==> src/spart_pkg.sv <==
`default_nettype none

package spart_pkg;

    // register map seen by the processor
    typedef enum logic [1:0] {
        ADDR_DATA   = 2'd0,
        ADDR_STATUS = 2'd1,
        ADDR_DB_LO  = 2'd2,
        ADDR_DB_HI  = 2'd3
    } spart_addr_e;

    typedef enum logic [1:0] {RX_IDLE, RX_START, RX_DATA, RX_STOP} rx_state_e;
    typedef enum logic [1:0] {TX_IDLE, TX_START, TX_DATA, TX_STOP} tx_state_e;

    // flag positions in the status byte
    localparam int STAT_RDA_BIT = 0;
    localparam int STAT_TBR_BIT = 1;

    localparam int OVERSAMPLE = 16;             // enables per serial bit
    localparam int SMP_W      = $clog2(OVERSAMPLE);

    localparam int              DIV_W           = 16;
    localparam logic [DIV_W-1:0] DEFAULT_DIVISOR = 16'd15;

endpackage

`default_nettype wire

==> src/spart_chan_if.sv <==
`default_nettype none

interface spart_chan_if;

    logic [7:0] tx_data;    // byte to send
    logic       tx_load;    // one-cycle load strobe
    logic       tbr;        // transmit buffer ready
    logic [7:0] rx_data;    // last received byte
    logic       rda;        // receive data available
    logic       rx_clear;   // data register was read

    modport ctrl (
        output tx_data, tx_load, rx_clear,
        input  tbr, rx_data, rda
    );

    modport rx (input rx_clear, output rx_data, rda);

    modport tx (input tx_data, tx_load, output tbr);

endinterface

`default_nettype wire

==> src/spart_baud_gen.sv <==
`default_nettype none

module spart_baud_gen (
    input  wire                         clk,
    input  wire                         rst_n,
    input  wire  [spart_pkg::DIV_W-1:0] divisor,
    input  wire                         div_wr,
    output logic                        baud_en
);
    import spart_pkg::*;

    logic [DIV_W-1:0] cnt;
    logic             cnt_zero;

    assign cnt_zero = (cnt == '0);

    always_ff @(posedge clk, negedge rst_n) begin
        if (!rst_n) begin
            cnt     <= '0;
            baud_en <= 1'b0;
        end else begin
            // a new divisor restarts the period
            if (div_wr || cnt_zero)
                cnt <= divisor;
            else
                cnt <= cnt - 1'b1;

            baud_en <= cnt_zero && !div_wr;     // one pulse per divisor+1 clocks
        end
    end

endmodule

`default_nettype wire

==> src/spart_rx.sv <==
`default_nettype none

module spart_rx (
    input  wire         clk,
    input  wire         rst_n,
    input  wire         baud_en,    // 16x bit rate
    input  wire         rxd,
    spart_chan_if.rx    chan
);
    import spart_pkg::*;

    rx_state_e        state, state_nxt;
    logic             rxd_meta, rxd_s;
    logic [SMP_W-1:0] sample_cnt;
    logic [2:0]       bit_cnt;
    logic [7:0]       shift_reg;
    logic             mid_bit, end_bit;
    logic             cnt_clr, shift, load;

    // double synchronizer that idles high like the line
    always_ff @(posedge clk, negedge rst_n) begin
        if (!rst_n) begin
            rxd_meta <= 1'b1;
            rxd_s    <= 1'b1;
        end else begin
            rxd_meta <= rxd;
            rxd_s    <= rxd_meta;
        end
    end

    assign mid_bit = baud_en && (sample_cnt == SMP_W'(OVERSAMPLE/2 - 1));
    assign end_bit = baud_en && (sample_cnt == SMP_W'(OVERSAMPLE - 1));

    always_comb begin
        state_nxt = state;
        cnt_clr   = 1'b0;
        shift     = 1'b0;
        load      = 1'b0;
        case (state)
            RX_IDLE: begin
                if (!rxd_s && !chan.rda) begin  // falling edge with the buffer free
                    state_nxt = RX_START;
                    cnt_clr   = 1'b1;
                end
            end
            RX_START: begin
                if (mid_bit) begin
                    cnt_clr   = 1'b1;           // later samples land mid-bit
                    state_nxt = rxd_s ? RX_IDLE : RX_DATA;  // glitch check
                end
            end
            RX_DATA: begin
                if (end_bit) begin
                    shift = 1'b1;
                    if (bit_cnt == 3'd7)
                        state_nxt = RX_STOP;
                end
            end
            default: begin
                if (end_bit) begin
                    state_nxt = RX_IDLE;
                    load      = rxd_s;          // framing error drops the byte
                end
            end
        endcase
    end

    always_ff @(posedge clk, negedge rst_n) begin
        if (!rst_n) begin
            state      <= RX_IDLE;
            sample_cnt <= '0;
            bit_cnt    <= '0;
            chan.rda   <= 1'b0;
        end else begin
            state <= state_nxt;
            if (cnt_clr)
                sample_cnt <= '0;
            else if (baud_en)
                sample_cnt <= sample_cnt + 1'b1;    // wraps every bit
            if (cnt_clr)
                bit_cnt <= '0;
            else if (shift)
                bit_cnt <= bit_cnt + 1'b1;
            if (load)
                chan.rda <= 1'b1;
            else if (chan.rx_clear)
                chan.rda <= 1'b0;
        end
    end

    // lsb arrives first
    always_ff @(posedge clk) begin
        if (shift)
            shift_reg <= {rxd_s, shift_reg[7:1]};
        if (load)
            chan.rx_data <= shift_reg;
    end

endmodule

`default_nettype wire

==> src/spart_tx.sv <==
`default_nettype none

module spart_tx (
    input  wire         clk,
    input  wire         rst_n,
    input  wire         baud_en,
    output logic        txd,
    spart_chan_if.tx    chan
);
    import spart_pkg::*;

    tx_state_e        state, state_nxt;
    logic [SMP_W-1:0] sample_cnt;
    logic [2:0]       bit_cnt;
    logic [7:0]       shift_reg;
    logic             bit_start, bit_done;
    logic             line_bit;

    assign bit_start = baud_en && (sample_cnt == '0);
    assign bit_done  = baud_en && (sample_cnt == SMP_W'(OVERSAMPLE - 1));

    assign chan.tbr = (state == TX_IDLE);

    always_comb begin
        state_nxt = state;
        case (state)
            TX_IDLE:  if (chan.tx_load) state_nxt = TX_START;
            TX_START: if (bit_done) state_nxt = TX_DATA;
            TX_DATA:  if (bit_done && bit_cnt == 3'd7) state_nxt = TX_STOP;
            default:  if (bit_done) state_nxt = TX_IDLE;
        endcase
    end

    // level to put on the line for this state
    always_comb begin
        case (state)
            TX_START: line_bit = 1'b0;
            TX_DATA:  line_bit = shift_reg[0];
            default:  line_bit = 1'b1;          // stop bit and idle
        endcase
    end

    always_ff @(posedge clk, negedge rst_n) begin
        if (!rst_n) begin
            state      <= TX_IDLE;
            sample_cnt <= '0;
            bit_cnt    <= '0;
            txd        <= 1'b1;
        end else begin
            state <= state_nxt;
            if (state == TX_IDLE)
                sample_cnt <= '0;               // frame waits for the next enable
            else if (baud_en)
                sample_cnt <= sample_cnt + 1'b1;
            if (state == TX_START)
                bit_cnt <= '0;
            else if (state == TX_DATA && bit_done)
                bit_cnt <= bit_cnt + 1'b1;
            if (bit_start && state != TX_IDLE)
                txd <= line_bit;
        end
    end

    always_ff @(posedge clk) begin
        if (state == TX_IDLE && chan.tx_load)
            shift_reg <= chan.tx_data;
        else if (state == TX_DATA && bit_done)
            shift_reg <= shift_reg >> 1;        // next data bit to bit 0
    end

endmodule

`default_nettype wire

==> src/spart_bus_ctrl.sv <==
`default_nettype none

module spart_bus_ctrl (
    input  wire                         clk,
    input  wire                         rst_n,
    input  wire                         iocs,
    input  wire                         iorw,       // 1 reads
    input  wire spart_pkg::spart_addr_e addr,
    input  wire  [7:0]                  databus_in,
    output logic [7:0]                  databus_out,
    output logic [spart_pkg::DIV_W-1:0] divisor,
    output logic                        div_wr,
    spart_chan_if.ctrl                  chan
);
    import spart_pkg::*;

    logic rd, wr;
    logic wr_lo, wr_hi;

    assign rd    = iocs && iorw;
    assign wr    = iocs && !iorw;
    assign wr_lo = wr && (addr == ADDR_DB_LO);
    assign wr_hi = wr && (addr == ADDR_DB_HI);

    // strobes toward the serial engines
    assign chan.tx_data  = databus_in;
    assign chan.tx_load  = wr && (addr == ADDR_DATA) && chan.tbr;   // busy drops it
    assign chan.rx_clear = rd && (addr == ADDR_DATA);

    always_comb begin
        databus_out = '0;
        if (rd) begin
            case (addr)
                ADDR_DATA:   databus_out = chan.rx_data;
                ADDR_STATUS: begin
                    databus_out[STAT_RDA_BIT] = chan.rda;
                    databus_out[STAT_TBR_BIT] = chan.tbr;
                end
                ADDR_DB_LO:  databus_out = divisor[7:0];
                default:     databus_out = divisor[DIV_W-1:8];
            endcase
        end
    end

    always_ff @(posedge clk, negedge rst_n) begin
        if (!rst_n) begin
            divisor <= DEFAULT_DIVISOR;
            div_wr  <= 1'b0;
        end else begin
            if (wr_lo)
                divisor[7:0] <= databus_in;
            if (wr_hi)
                divisor[DIV_W-1:8] <= databus_in;
            // delayed a cycle so the generator sees the new value
            div_wr <= wr_lo || wr_hi;
        end
    end

endmodule

`default_nettype wire

==> src/spart.sv <==
`default_nettype none

module spart (
    input  wire         clk,
    input  wire         rst_n,
    input  wire         iocs,
    input  wire         iorw,
    input  wire  [1:0]  addr,
    input  wire  [7:0]  databus_in,
    output logic [7:0]  databus_out,
    input  wire         rxd,
    output logic        txd
);
    import spart_pkg::*;

    logic [DIV_W-1:0] divisor;
    logic             div_wr;
    logic             baud_en;      // 16x bit rate tick

    spart_chan_if chan ();

    spart_bus_ctrl bus_ctrl0 (
        .clk         (clk),
        .rst_n       (rst_n),
        .iocs        (iocs),
        .iorw        (iorw),
        .addr        (spart_addr_e'(addr)),
        .databus_in  (databus_in),
        .databus_out (databus_out),
        .divisor     (divisor),
        .div_wr      (div_wr),
        .chan        (chan.ctrl)
    );

    spart_baud_gen baud_gen0 (
        .clk     (clk),
        .rst_n   (rst_n),
        .divisor (divisor),
        .div_wr  (div_wr),
        .baud_en (baud_en)
    );

    spart_rx rx0 (
        .clk     (clk),
        .rst_n   (rst_n),
        .baud_en (baud_en),
        .rxd     (rxd),
        .chan    (chan.rx)
    );

    spart_tx tx0 (
        .clk     (clk),
        .rst_n   (rst_n),
        .baud_en (baud_en),
        .txd     (txd),
        .chan    (chan.tx)
    );

endmodule

`default_nettype wire

==> config.mk <==
export PLATFORM = sky130hd
export DESIGN_NAME = spart
export DESIGN_NICKNAME = d
export VERILOG_FILES = /design/src/spart_pkg.sv /design/src/spart_chan_if.sv /design/src/spart_baud_gen.sv /design/src/spart_rx.sv /design/src/spart_tx.sv /design/src/spart_bus_ctrl.sv /design/src/spart.sv
export SDC_FILE = /design/constraint.sdc
export NUM_CORES = 1
export LEC_CHECK = 0
export ABC_AREA = 0
export BUFFER_PORTS_ARGS = -buffer_cell sky130_fd_sc_hd__clkbuf_2
export CAP_MARGIN = 20
export CORE_UTILIZATION = 30
export DETAILED_ROUTE_END_ITERATION = 6
export GPL_TIMING_DRIVEN = 0
export SLEW_MARGIN = 5
export SYNTH_ARGS = -nofsm -noshare
export SYNTH_HDL_FRONTEND = slang
export SYNTH_SLANG_ARGS = --single-unit
export TNS_END_PERCENT = 30
==> constraint.sdc <==
create_clock -name clk -period 2.4 [get_ports clk]
set_clock_uncertainty 0.2 [all_clocks]
set_input_delay 0.36 -clock clk [delete_from_list [all_inputs] [get_ports clk]]
set_output_delay 0.36 -clock clk [all_outputs]
set_load 0.01 [all_outputs]
== Word-level counts from Yosys, hierarchy flattened ==
Cells that the tools add are included.
Cells by class
  eq/ne operators: 19
  reductions and logical operators: 40
  multiplexer cells: 36
  add/sub/neg operators: 5
Operators by type and width (number)
  $mux 8: 3
  $mux 2: 10
  $pmux 2 s3: 3
  $pmux 6 s3: 1
  $logic_and 1x1->1: 17
  $logic_not 16->1: 1
  $mux 16: 1
  $mux 4: 4
  $sub 16x1->16 const B: 1
  $ne 2x1->1 const B: 7
  $reduce_bool 2->1: 7
  $mux 3: 4
  $add 4x1->4 const B: 2
  $eq 2x2->1 const B: 4
  $eq 4x4->1 const B: 2
  $mux 1: 8
  $add 3x1->3 const B: 2
  $eq 2x1->1 const B: 3
  $eq 3x3->1 const B: 2
  $logic_not 2->1: 3
  $reduce_bool 3->1: 2
  $reduce_and 5->1: 1
  $eq 4x3->1 const B: 1
  $logic_not 1->1: 4
  other kinds (5): 7
Storage, ports and cells
  register bits: 80

== Depth between registers and ports, before layout ==
Gate-level depths: netlist (run 1).
  depth in word-level cells: 6
  gate-level depth with buffers: 9
  depth with buffers taken out: 7

== By module ==
From an unflattened synthesis (run 1), not the netlist that was laid out.
Unflattened totals
  cell total of the unflattened synthesis: 323
  area, all modules: 4007.6 sq um
By module, submodules not included
  spart_rx: cells each 72, instances 1, sequential area each 783.3 sq um, area an instance 1083.5 sq um
  spart_bus_ctrl: cells each 83, instances 1, sequential area each 430.4 sq um, area an instance 1017.2 sq um
  spart_tx: cells each 75, instances 1, sequential area each 491.7 sq um, area an instance 955.9 sq um
  spart_baud_gen: cells each 93, instances 1, sequential area each 425.4 sq um, area an instance 950.9 sq um

== Least setup slack after synthesis (run 1) ==
OpenSTA, ideal clock, no wires.
  kind: register to register
  from: register baud_gen0.cnt[0]
  to: register baud_gen0.cnt[7]
  library setup time: 0.142 ns
  path buffers: 2
  arrival: 1.658 ns
  data required time: 2.058 ns
  stages on the path, launching flop included: 9
  slack: 0.400 ns
  path through: dfrtp_1 > inv_1 > ha_1 > nor2b_1 > and3_1 > clkbuf_1 > a21oi_1 > clkbuf_1 > a31oi_1
Between the ends
  cells in the longest elaborated chain, start to end: 3
Ends and longest elaborated chain
  start: declaration: line spart_baud_gen.sv:12  | logic [DIV_W-1:0] cnt;
  start signal: assignment: line spart_baud_gen.sv:24  | cnt <= divisor;
  start signal: assignment: line spart_baud_gen.sv:26  | cnt <= cnt - 1'b1;
  branches (longest 2 deep; another with $sub 16x1->16)
  $mux 16 (*): line spart_baud_gen.sv:23  | if (div_wr || cnt_zero)
Every way passes the cells marked *.
A chain may end at the register's enable or synchronous reset.

== Final worst setup path (run 1) ==
  from: register tx0.state[0]
  to: output databus_out[1]
Between the ends
  cells in the longest elaborated chain, start to end: 3
Ends and longest elaborated chain
  start: declaration: line spart_tx.sv:12  | tx_state_e state, state_nxt;
  start signal: assignment: line spart_tx.sv:50  | state <= state_nxt;
  $logic_not 2->1: line spart_tx.sv:22  | assign chan.tbr = (state == TX_IDLE);
  $pmux 2 s3: line spart_bus_ctrl.sv:33  | case (addr)
  $mux 8: line spart_bus_ctrl.sv:32  | if (rd) begin
  end: declaration: line spart.sv:10  | output logic [7:0] databus_out,
Every way passes these cells.

==> flow_summary.toml, run 1 <==
[run_status]
outcome = "finished, violations left"
violations = "DRC"

[setup_path]
worst-path-stages = 5
crit_arrival_ns = 1.77
crit_type = "register to output pin"
end_kind = "output pin"
worst-path-max-fanout = 10
cp_slowest_cell = "mux4_2"
critical_path.startpoint_type = "register"
crit_family = "multiplexers"
cp_cell_sequence = "inv_2, ha_4, mux4_2, nor2b_1, clkbuf_2"
cp.required_ns = 1.84
slowest_delay_ns = 0.47
r2r_cells = 6
path_buf_inv = 2

[synth]
synth_area_leader_cell = "dfrtp_1"
synth_nets = 327
ys_seq_area_frac = 0.5844
synth_area_um2 = 3646
synth.most_common_cell = "dfrtp_1"
synth_top_cells_by_count = "49 x dfrtp_1, 45 x nor2_1, 28 x mux2_2"
synth.top_cell.area_share = 0.3363
synthArstFlopShare = 0.7000
ys_top_cells_by_area = "dfrtp_1 34%, edfxtp_1 20%, mux2_2 8.6%"
syn_avg_cell_area_um2 = 12.11
syn_inst = 301
synthDistinctLibCells = 40
synth_warnings = 0
synthFlopType = "dfrtp_1"
synth.ff_latch_count = 80
synth_edf_count = 24

[die]
die_x_um = 112.2
placementRows = 39
die_y_um = 112.2
start_util = 0.3139
ios = 24
die-area_um2 = 12600
core_area_um2 = 11610

[detailed_routing]
wl_per_cell_um = 15.00
vias = 2312
first_iter_violations = 103
drc = 2
wl_met3_um = 240
first_pass_iters = 6
wl_met2_um = 3562
detail-route-antenna-nets = 0
met1_length_um = 3382
top_layer = "met4"
wl_um = 7262
routed_via_density = 4.777

[clock_tree]
cts_sinks = 80
cts_made_buffers = 9
htree_num_levels = 3
tritoncts = "done"
cts_root_buffer = "clkbuf_16"
cts_max_path_buffers = 2
clk_latency_ns = 0.33
postCtsSetupBuffers = 0
path_clk_slew_ns = 0.06

[power]
max-vdd-ir-drop_uv = 356.8
powerDensity_nw_per_um2 = 873.3
leakagePower_nw = 1.740
total_power_mw = 3.736

[global_routing]
grt_usage = 0.1244
grt_max_degree = 57
grt_pass1_vias = 2409
gr-total-overflow = 0
grt_pass1_wl_um = 12090
antenna_found_initial = 0

[sta]
rsz0062_at_grt = "yes"
fmax_mhz = 429.2
setup_viol = 0
tightest_slew_ns = 0.7934
layout_min_cycle_time_ns = 2.330
hold_violations = 0
post-route-period-util = 0.9709
finalMaxSlewViolations = 0
relSlewSlack = 0.4711

[layout]
fillers = 1149
antenna_cells = 0
regArea_um2 = 2131
multi_input_area_um2 = 1459
top_regs = "baud_gen0.cnt x16, bus_ctrl0.divisor x16"
fin_nets = 362
area_growth_pct = 17.33
drive_gt1_frac = 0.2669
fin_util = 0.3683

[flow_run]
drv_cap = 0

[placed_design]
hpwl_um = 5168
gp_congestion = 0.7581
port_buffers = 23

[worst_hold_path]
whs_path_depth = 2
hold_path_class = "input port to register"
-- what timing repair did --
action,CTS,global route
gates resized for setup,1,9
hold buffers,2,0
setup endpoints to repair,9,20
hold endpoints to repair,50,0
-- kinds of logic after synthesis --
group                      Yosys count  synth area share
AOI/OAI and AO/OA                   39           0.06657
adders and majority gates           11           0.03775
DFF                                 80            0.5844
xor gates and xnor gates            21           0.05044
muxes                               35            0.1129
buffers and inverters               19           0.02059
and+or+nand+nor                     96            0.1273
-- routing by layer --
layer,global-route usage,vias to the layer above
met5,0,-
li1,-,1133
met3,0.03186,7
met2,0.2108,34
met1,0.1566,1138
met4,0.03733,0
-- power breakdown --
part | switching [mW] | internal [mW]
combinational | 0.280 | 0.297
clock | 0.553 | 0.811
sequential | 0.191 | 1.60
total | 1.02 | 2.71
-- per-stage QoR --
step	instances	TNS, ns	cell area, µm²	hold WS [ns]	worst slack (ns)
floorplan	301	0	3646	-0.1356	0.4004
global placement	467	0	3940	0.1462	0.05493
detailed placement	467	-0.07015	3943	0.1481	-0.009032
CTS	484	0	4258	0.08289	0.0007672
global route	484	-0.003504	4278	0.08950	-0.003504
finish	484	0	4278	0.09290	0.06983
-- placed cells by master, fill, tap and decap left out, drive strengths merged, types with 3 or more instances in the layout --
cell,n
mux2i,4
edfxtp,24
dfstp,7
buf,3
clkbuf,39
inv,11
ha,11
a31oi,3
nand3,5
dfrtp,49
nor2,46
o21ai,5
a22oi,6
a21oi,19
nor2b,6
nand4,4
xnor2,10
mux2,29
nor3,4
nand2,18
xor2,11
or4,4
-- final cells by class --
class	count	area share
clock inverters	6	0.01579
clock buffers	10	0.05352
inverters	9	0.007897
flip-flops and latches	80	0.4981
plain buffers	9	0.009652
repair buffers	25	0.03217
multi-input cells	202	0.3410
well taps	143	0.04183
-- path summary, 6_finish.rpt --
kind,end,slack (ns),start
worst max-delay path,databus_out[1],0.07,tx0.state[0]$_DFFE_PN0P_
worst max register to register,rx0.bit_cnt[2]$_DFFE_PN0P_,0.25,rx0.sample_cnt[0]$_DFFE_PN0P_
max in group asynchronous,tx0.bit_cnt[0]$_DFFE_PN0P_,1.00,rst_n
worst min-delay path,bus_ctrl0.divisor[7]$_DFFE_PN0P_,0.09,databus_in[7]
worst min register to register,rx0.rxd_s$_DFF_PN1_,0.16,rx0.rxd_meta$_DFF_PN1_
min in group asynchronous,baud_gen0.cnt[4]$_DFF_PN0_,0.47,rst_n
No activity file was read; power rests on OpenSTA's default activity.
==> run 2, diff against run 1 <==
- SYNTH_HIERARCHICAL: not set -> 1
==> run 2 against run 1 <==
  * The run now ends clean
  * Sequential power about the same
  * Die area increased by 9.7%
  * Register-to-register slack got worse by 0.02 ns
  * Global-route usage decreased by 0.49 points
  * Combinational power decreased by 2%
  * Clock power about the same
  * Worst setup slack improved by 0.030 ns
  * Clock-buffer cell count increased by 1
  * Worst hold slack improved by 0.0013 ns
  * Cell area increased by 8.9%
  * Wire length increased by 4.7%
  * Cell count increased by 11%
  * Highest routed layer unchanged
==> flow_summary.toml, run 2 <==
[setup_path]
end_kind = "output pin"
worst-path-max-fanout = 4
r2r_cells = 5
critical_path.startpoint_type = "register"
crit_arrival_ns = 1.74
cp.required_ns = 1.84
crit_type = "register to output pin"

[synth]
synthFlopType = "dfrtp_1"
synth_nets = 350
synthDistinctLibCells = 55
syn_inst = 323
synth.most_common_cell = "dfrtp_1"
synth_area_leader_cell = "dfrtp_1"
ys_top_cells_by_area = "dfrtp_1 31%, edfxtp_1 18%, dfstp_2 4.6%"
synth_area_um2 = 4008
synthArstFlopShare = 0.7000
ys_seq_area_frac = 0.5317
synth_warnings = 6
syn_avg_cell_area_um2 = 12.41
synth_edf_count = 24
synth_top_cells_by_count = "49 x dfrtp_1, 32 x nor2_1, 24 x edfxtp_1"
synth.top_cell.area_share = 0.3060
synth.ff_latch_count = 80

[clock_tree]
cts_sinks = 80
htree_num_levels = 3
tritoncts = "done"
clk_latency_ns = 0.34
path_clk_slew_ns = 0.06
cts_made_buffers = 9
cts_root_buffer = "clkbuf_16"
cts_max_path_buffers = 2

[die]
start_util = 0.3125
die_x_um = 117.6
die-area_um2 = 13830
placementRows = 41
ios = 24
core_area_um2 = 12820
die_y_um = 117.6

[detailed_routing]
wl_per_cell_um = 14.21
first_iter_violations = 90
detail-route-antenna-nets = 0
vias = 2476
routed_via_density = 4.628
wl_um = 7602
drc = 0
first_pass_iters = 4

[power]
power_frac_seq = 0.482
switching_share = 0.2660
clkPwrFrac = 0.366
powerDensity_nw_per_um2 = 801.3
max-vdd-ir-drop_uv = 377.1
total_power_mw = 3.733
internal_power_mw = 2.740
leakagePower_nw = 1.861
p_sw_mw = 0.9929
pwr-share-comb = 0.152

[worst_hold_path]
whs_path_depth = 2
hold_path_class = "input port to register"

[placed_design]
dp.cells = 516
hpwl_um = 5605
place_area_um2 = 4330
gp_congestion = 0.7366
port_buffers = 21
place_ws_ns = 0.09369

[global_routing]
grt_pass1_vias = 2499
grt_max_degree = 57
gr-total-overflow = 0
antenna_found_initial = 0
grt_pass1_wl_um = 12740
grt_usage = 0.1194

[flow_run]
drv_cap = 0

[layout]
final_cell_area_um2 = 4658
area_growth_pct = 16.23
drive_gt1_frac = 0.3003
fin_util = 0.3632
layout_common_cells = "49 x dfrtp_1, 32 x nor2_1, 24 x edfxtp_1"
top_regs = "baud_gen0/cnt x16, bus_ctrl0/divisor x16"
mostFrequentLayoutCell = "dfrtp_1"
antenna_cells = 0
fillers = 1282
fin_nets = 385
fin_cells = 535

[sta]
layout_min_cycle_time_ns = 2.300
hold_violations = 0
rsz0062_at_grt = "no"
finalMaxSlewViolations = 0
relSlewSlack = 0.4682
post-route-period-util = 0.9583
setup_viol = 0
setup_ws_ns = 0.1001
finalHoldWorstSlack_ns = 0.09420
finalSetupTns_ns = 0
fmax_mhz = 434.8
tightest_slew_ns = 0.7977

[run_status]
outcome = "completed"
==> run 2: cell types whose count changed after synthesis, sizes merged, moves of 5 or more <==
cell,previous run,this run
clkbuf,6,1
and2,1,6
nand2,18,9
a21oi,19,26
buf,4,21
o21ai,5,15
nor2,46,32
mux2i,4,10
a22oi,6,0
==> run 2: final timing paths <==
check | start | endpoint | slack (ns)
setup / recovery | tx0/state[0]$_DFFE_PN0P_ | databus_out[1] | 0.10
hold / removal | databus_in[6] | bus_ctrl0/divisor[6]$_DFFE_PN0P_ | 0.09
setup reg to reg | tx0/state[0]$_DFFE_PN0P_ | tx0/shift_reg[4]$_DFFE_PP_ | 0.23
hold reg to reg | rx0/rxd_meta$_DFF_PN1_ | rx0/rxd_s$_DFF_PN1_ | 0.16
max in group asynchronous | rst_n | baud_gen0/cnt[9]$_DFF_PN0_ | 1.01
min in group asynchronous | rst_n | tx0/sample_cnt[2]$_DFFE_PN0P_ | 0.46
==> run 2: cell type report <==
type	instances	area [µm²]	area share
flip-flops and latches	80	2131	0.4574
well taps	172	215.2	0.04620
clock inverters	5	55.05	0.01182
inverters	12	45.04	0.009670
plain buffers	22	181.4	0.03895
repair buffers	24	135.1	0.02901
multi-input cells	209	1653	0.3548
clock buffers	11	242.7	0.05211
==> run 2: power groups by stage <==
stage / clock, mW / sequential, mW / combinational [mW]
CTS: 1.40 / 1.80 / 0.574
floorplan: 0 / 1.77 / 0.451
finish: 1.37 / 1.80 / 0.567
detailed placement: 0 / 1.82 / 0.569
global route: 1.46 / 1.82 / 0.631
global placement: 0 / 1.81 / 0.553
==> run 2: critical path, cell delays in order (launching register included) <==
cell      delay, ns
dfrtp_1        0.37
inv_1          0.08
ha_2           0.21
mux4_2         0.44
and2_1         0.18
clkbuf_2       0.12
==> run 2: repair_timing <==
action	in CTS	in global routing
endpoints found under the hold margin	50	0
setup endpoints to repair	0	9
hold buffers	2	0
resized for setup	0	1
setup buffers	0	1
==> run 2: routing by layer <==
metal,track usage,part of all wire,up-vias
met5,0,0,-
li1,-,-,1216
met1,0.1621,0.50,1224
met2,0.1834,0.45,27
met3,0.03198,0.030,9
met4,0.04087,0.013,0
==> run 2: logic make-up after synthesis <==
group           after synthesis  share of synthesized area
simple gates                 88                     0.1296
xor+xnor                     18                    0.03934
buf+inv                      34                    0.05651
fa+ha+maj                    12                    0.03746
mux                          37                     0.1149
compound gates               54                    0.09054
flops                        80                     0.5317
==> run 3, diff against run 2 <==
- SETUP_SLACK_MARGIN: not set -> 0.4
==> run 3 against run 2 <==
  * Total power rose by 1.9%
  * Non-clock buffer count rose by 10
  * Wire length increased by 3.0%
  * Highest routed layer unchanged
  * Maximum frequency increased by 4.9%
  * Critical path type unchanged
  * First-iteration DRC count grew 11%
  * Global-route usage barely moved
  * Sequential power about the same
==> flow_summary.toml, run 3 (same netlist as run 2, synthesis figures left out) <==
[layout]
top_regs = "baud_gen0/cnt x16, bus_ctrl0/divisor x16"
drive_gt1_frac = 0.3405
fin_nets = 395
antenna_cells = 0
layout_common_cells = "49 x dfrtp_1, 32 x nor2_1, 24 x edfxtp_1"
fin_cells = 545
final_cell_area_um2 = 4820
area_growth_pct = 20.26
fin_util = 0.3758
mostFrequentLayoutCell = "dfrtp_1"
fillers = 1271

[power]
powerDensity_nw_per_um2 = 789.2
p_sw_mw = 1.024
pwr-share-comb = 0.164
power_frac_seq = 0.477
leakagePower_nw = 1.931
internal_power_mw = 2.780
max-vdd-ir-drop_uv = 377.3
clkPwrFrac = 0.359
switching_share = 0.2692

[die]
core_area_um2 = 12820
die_y_um = 117.6
die_x_um = 117.6
placementRows = 41
ios = 24
die-area_um2 = 13830
start_util = 0.3125

[detailed_routing]
wl_um = 7828
routed_via_density = 4.628
detail-route-antenna-nets = 0
first_iter_violations = 100
vias = 2522
wl_per_cell_um = 14.36
first_pass_iters = 4
drc = 0

[setup_path]
rr_startpoint = "tx0/state[1]$_DFFE_PN0P_"
cp_slowest_cell = "mux4_2"
rrSetupSlack_ns = 0.36
worst-path-max-fanout = 3
crit_type = "register to output pin"
critical_path.startpoint_type = "register"
rr_endpoint = "tx0/shift_reg[6]$_DFFE_PP_"
cp.required_ns = 1.84
r2r_cells = 7
crit_arrival_ns = 1.63
cp_cell_sequence = "inv_2, ha_4, mux4_2, and2_4, buf_6"
end_kind = "output pin"
slowest_delay_ns = 0.44

[global_routing]
gr-total-overflow = 0
antenna_found_initial = 0
grt_max_degree = 57
grt_pass1_vias = 2521
grt_pass1_wl_um = 12770
grt_usage = 0.1195

[clock_tree]
cts_sinks = 80
path_clk_slew_ns = 0.06
cts_root_buffer = "clkbuf_16"
tritoncts = "done"
cts_max_path_buffers = 2
cts_made_buffers = 9
clk_latency_ns = 0.34
htree_num_levels = 3

[sta]
post-route-period-util = 0.9137
finalMaxSlewViolations = 0
fmax_mhz = 456.0
hold_violations = 0
rsz0062_at_grt = "yes"
setup_viol = 0
tightest_slew_ns = 0.7958
setup_ws_ns = 0.2071
finalSetupTns_ns = 0
relSlewSlack = 0.4695
layout_min_cycle_time_ns = 2.193

[placed_design]
place_area_um2 = 4330
hpwl_um = 5605
port_buffers = 21
place_ws_ns = 0.09369
gp_congestion = 0.7366
dp.cells = 516

[flow_run]
drv_cap = 0

[worst_hold_path]
hold_path_class = "input port to register"
holdCritStartpoint = "databus_in[4]"
hold_end = "bus_ctrl0/divisor[4]$_DFFE_PN0P_"
whs_path_depth = 2

[run_status]
outcome = "completed"
-- run 3: cell type report --
cell class	count	area [µm²]	area share
clock buffer	11	242.7	0.05036
multi-input combinational	209	1700	0.3528
timing repair buffer	34	231.5	0.04803
inverter	12	45.04	0.009346
sequential	80	2131	0.4421
buffer	22	198.9	0.04128
tap	172	215.2	0.04465
clock inverter	5	55.05	0.01142
-- run 3: stage by stage --
stage	power, mW	hold slack [ns]
CTS	3.779	0.08199
finish	3.804	0.09953
detailed placement	2.390	0.1510
global route	3.982	0.09947
global placement	2.366	0.1467
floorplan	2.216	-0.1356
-- run 3: worst max-delay path by stage --
stage / start / endpoint / slack [ns] / depth (start not counted)
floorplan: addr[0] / tx0/shift_reg[0]$_DFFE_PP_ / 0.40 / 6
detailed placement: addr[0] / tx0/shift_reg[5]$_DFFE_PP_ / 0.09 / 6
global route: tx0/state[0]$_DFFE_PN0P_ / databus_out[1] / 0.15 / 5
CTS: tx0/state[0]$_DFFE_PN0P_ / databus_out[1] / 0.18 / 5
global placement: addr[0] / tx0/shift_reg[4]$_DFFE_PP_ / 0.08 / 6
finish: tx0/state[1]$_DFFE_PN0P_ / databus_out[1] / 0.21 / 5
-- run 3: power groups by stage --
| stage | Combinational, mW | Clock (mW) | Sequential (mW) |
|---|---|---|---|
| 2_1_floorplan | 0.451 | 0 | 1.77 |
| 5_1_grt | 0.687 | 1.45 | 1.84 |
| 4_1_cts | 0.575 | 1.40 | 1.80 |
| 3_5_place_dp | 0.569 | 0 | 1.82 |
| 3_3_place_gp | 0.553 | 0 | 1.81 |
| 6_report | 0.622 | 1.37 | 1.82 |
-- run 3: timing repair --
action	CTS	global route
endpoints found under the setup margin	33	39
cloned	0	2
pin swaps	1	1
endpoints found under the hold margin	50	0
gates resized for setup	6	16
buffers inserted	4	5
hold buffers	2	0
-- run 3: worst max-delay path: cells and delay by family (launching register included) --
family / cells / cell delay (ns)
DFF: 1 / 0.36
and+or+nand+nor: 1 / 0.18
buffers and inverters: 2 / 0.17
muxes: 1 / 0.44
adders and majority gates: 1 / 0.16
-- run 3: layer usage --
metal  up-vias  wire length (µm)  global-route usage
met5         -                 0                   0
met4         0                90             0.04087
met3         8               268             0.03198
met2        30              3658              0.1838
met1      1253              3810              0.1621
li1       1231                 -                   -
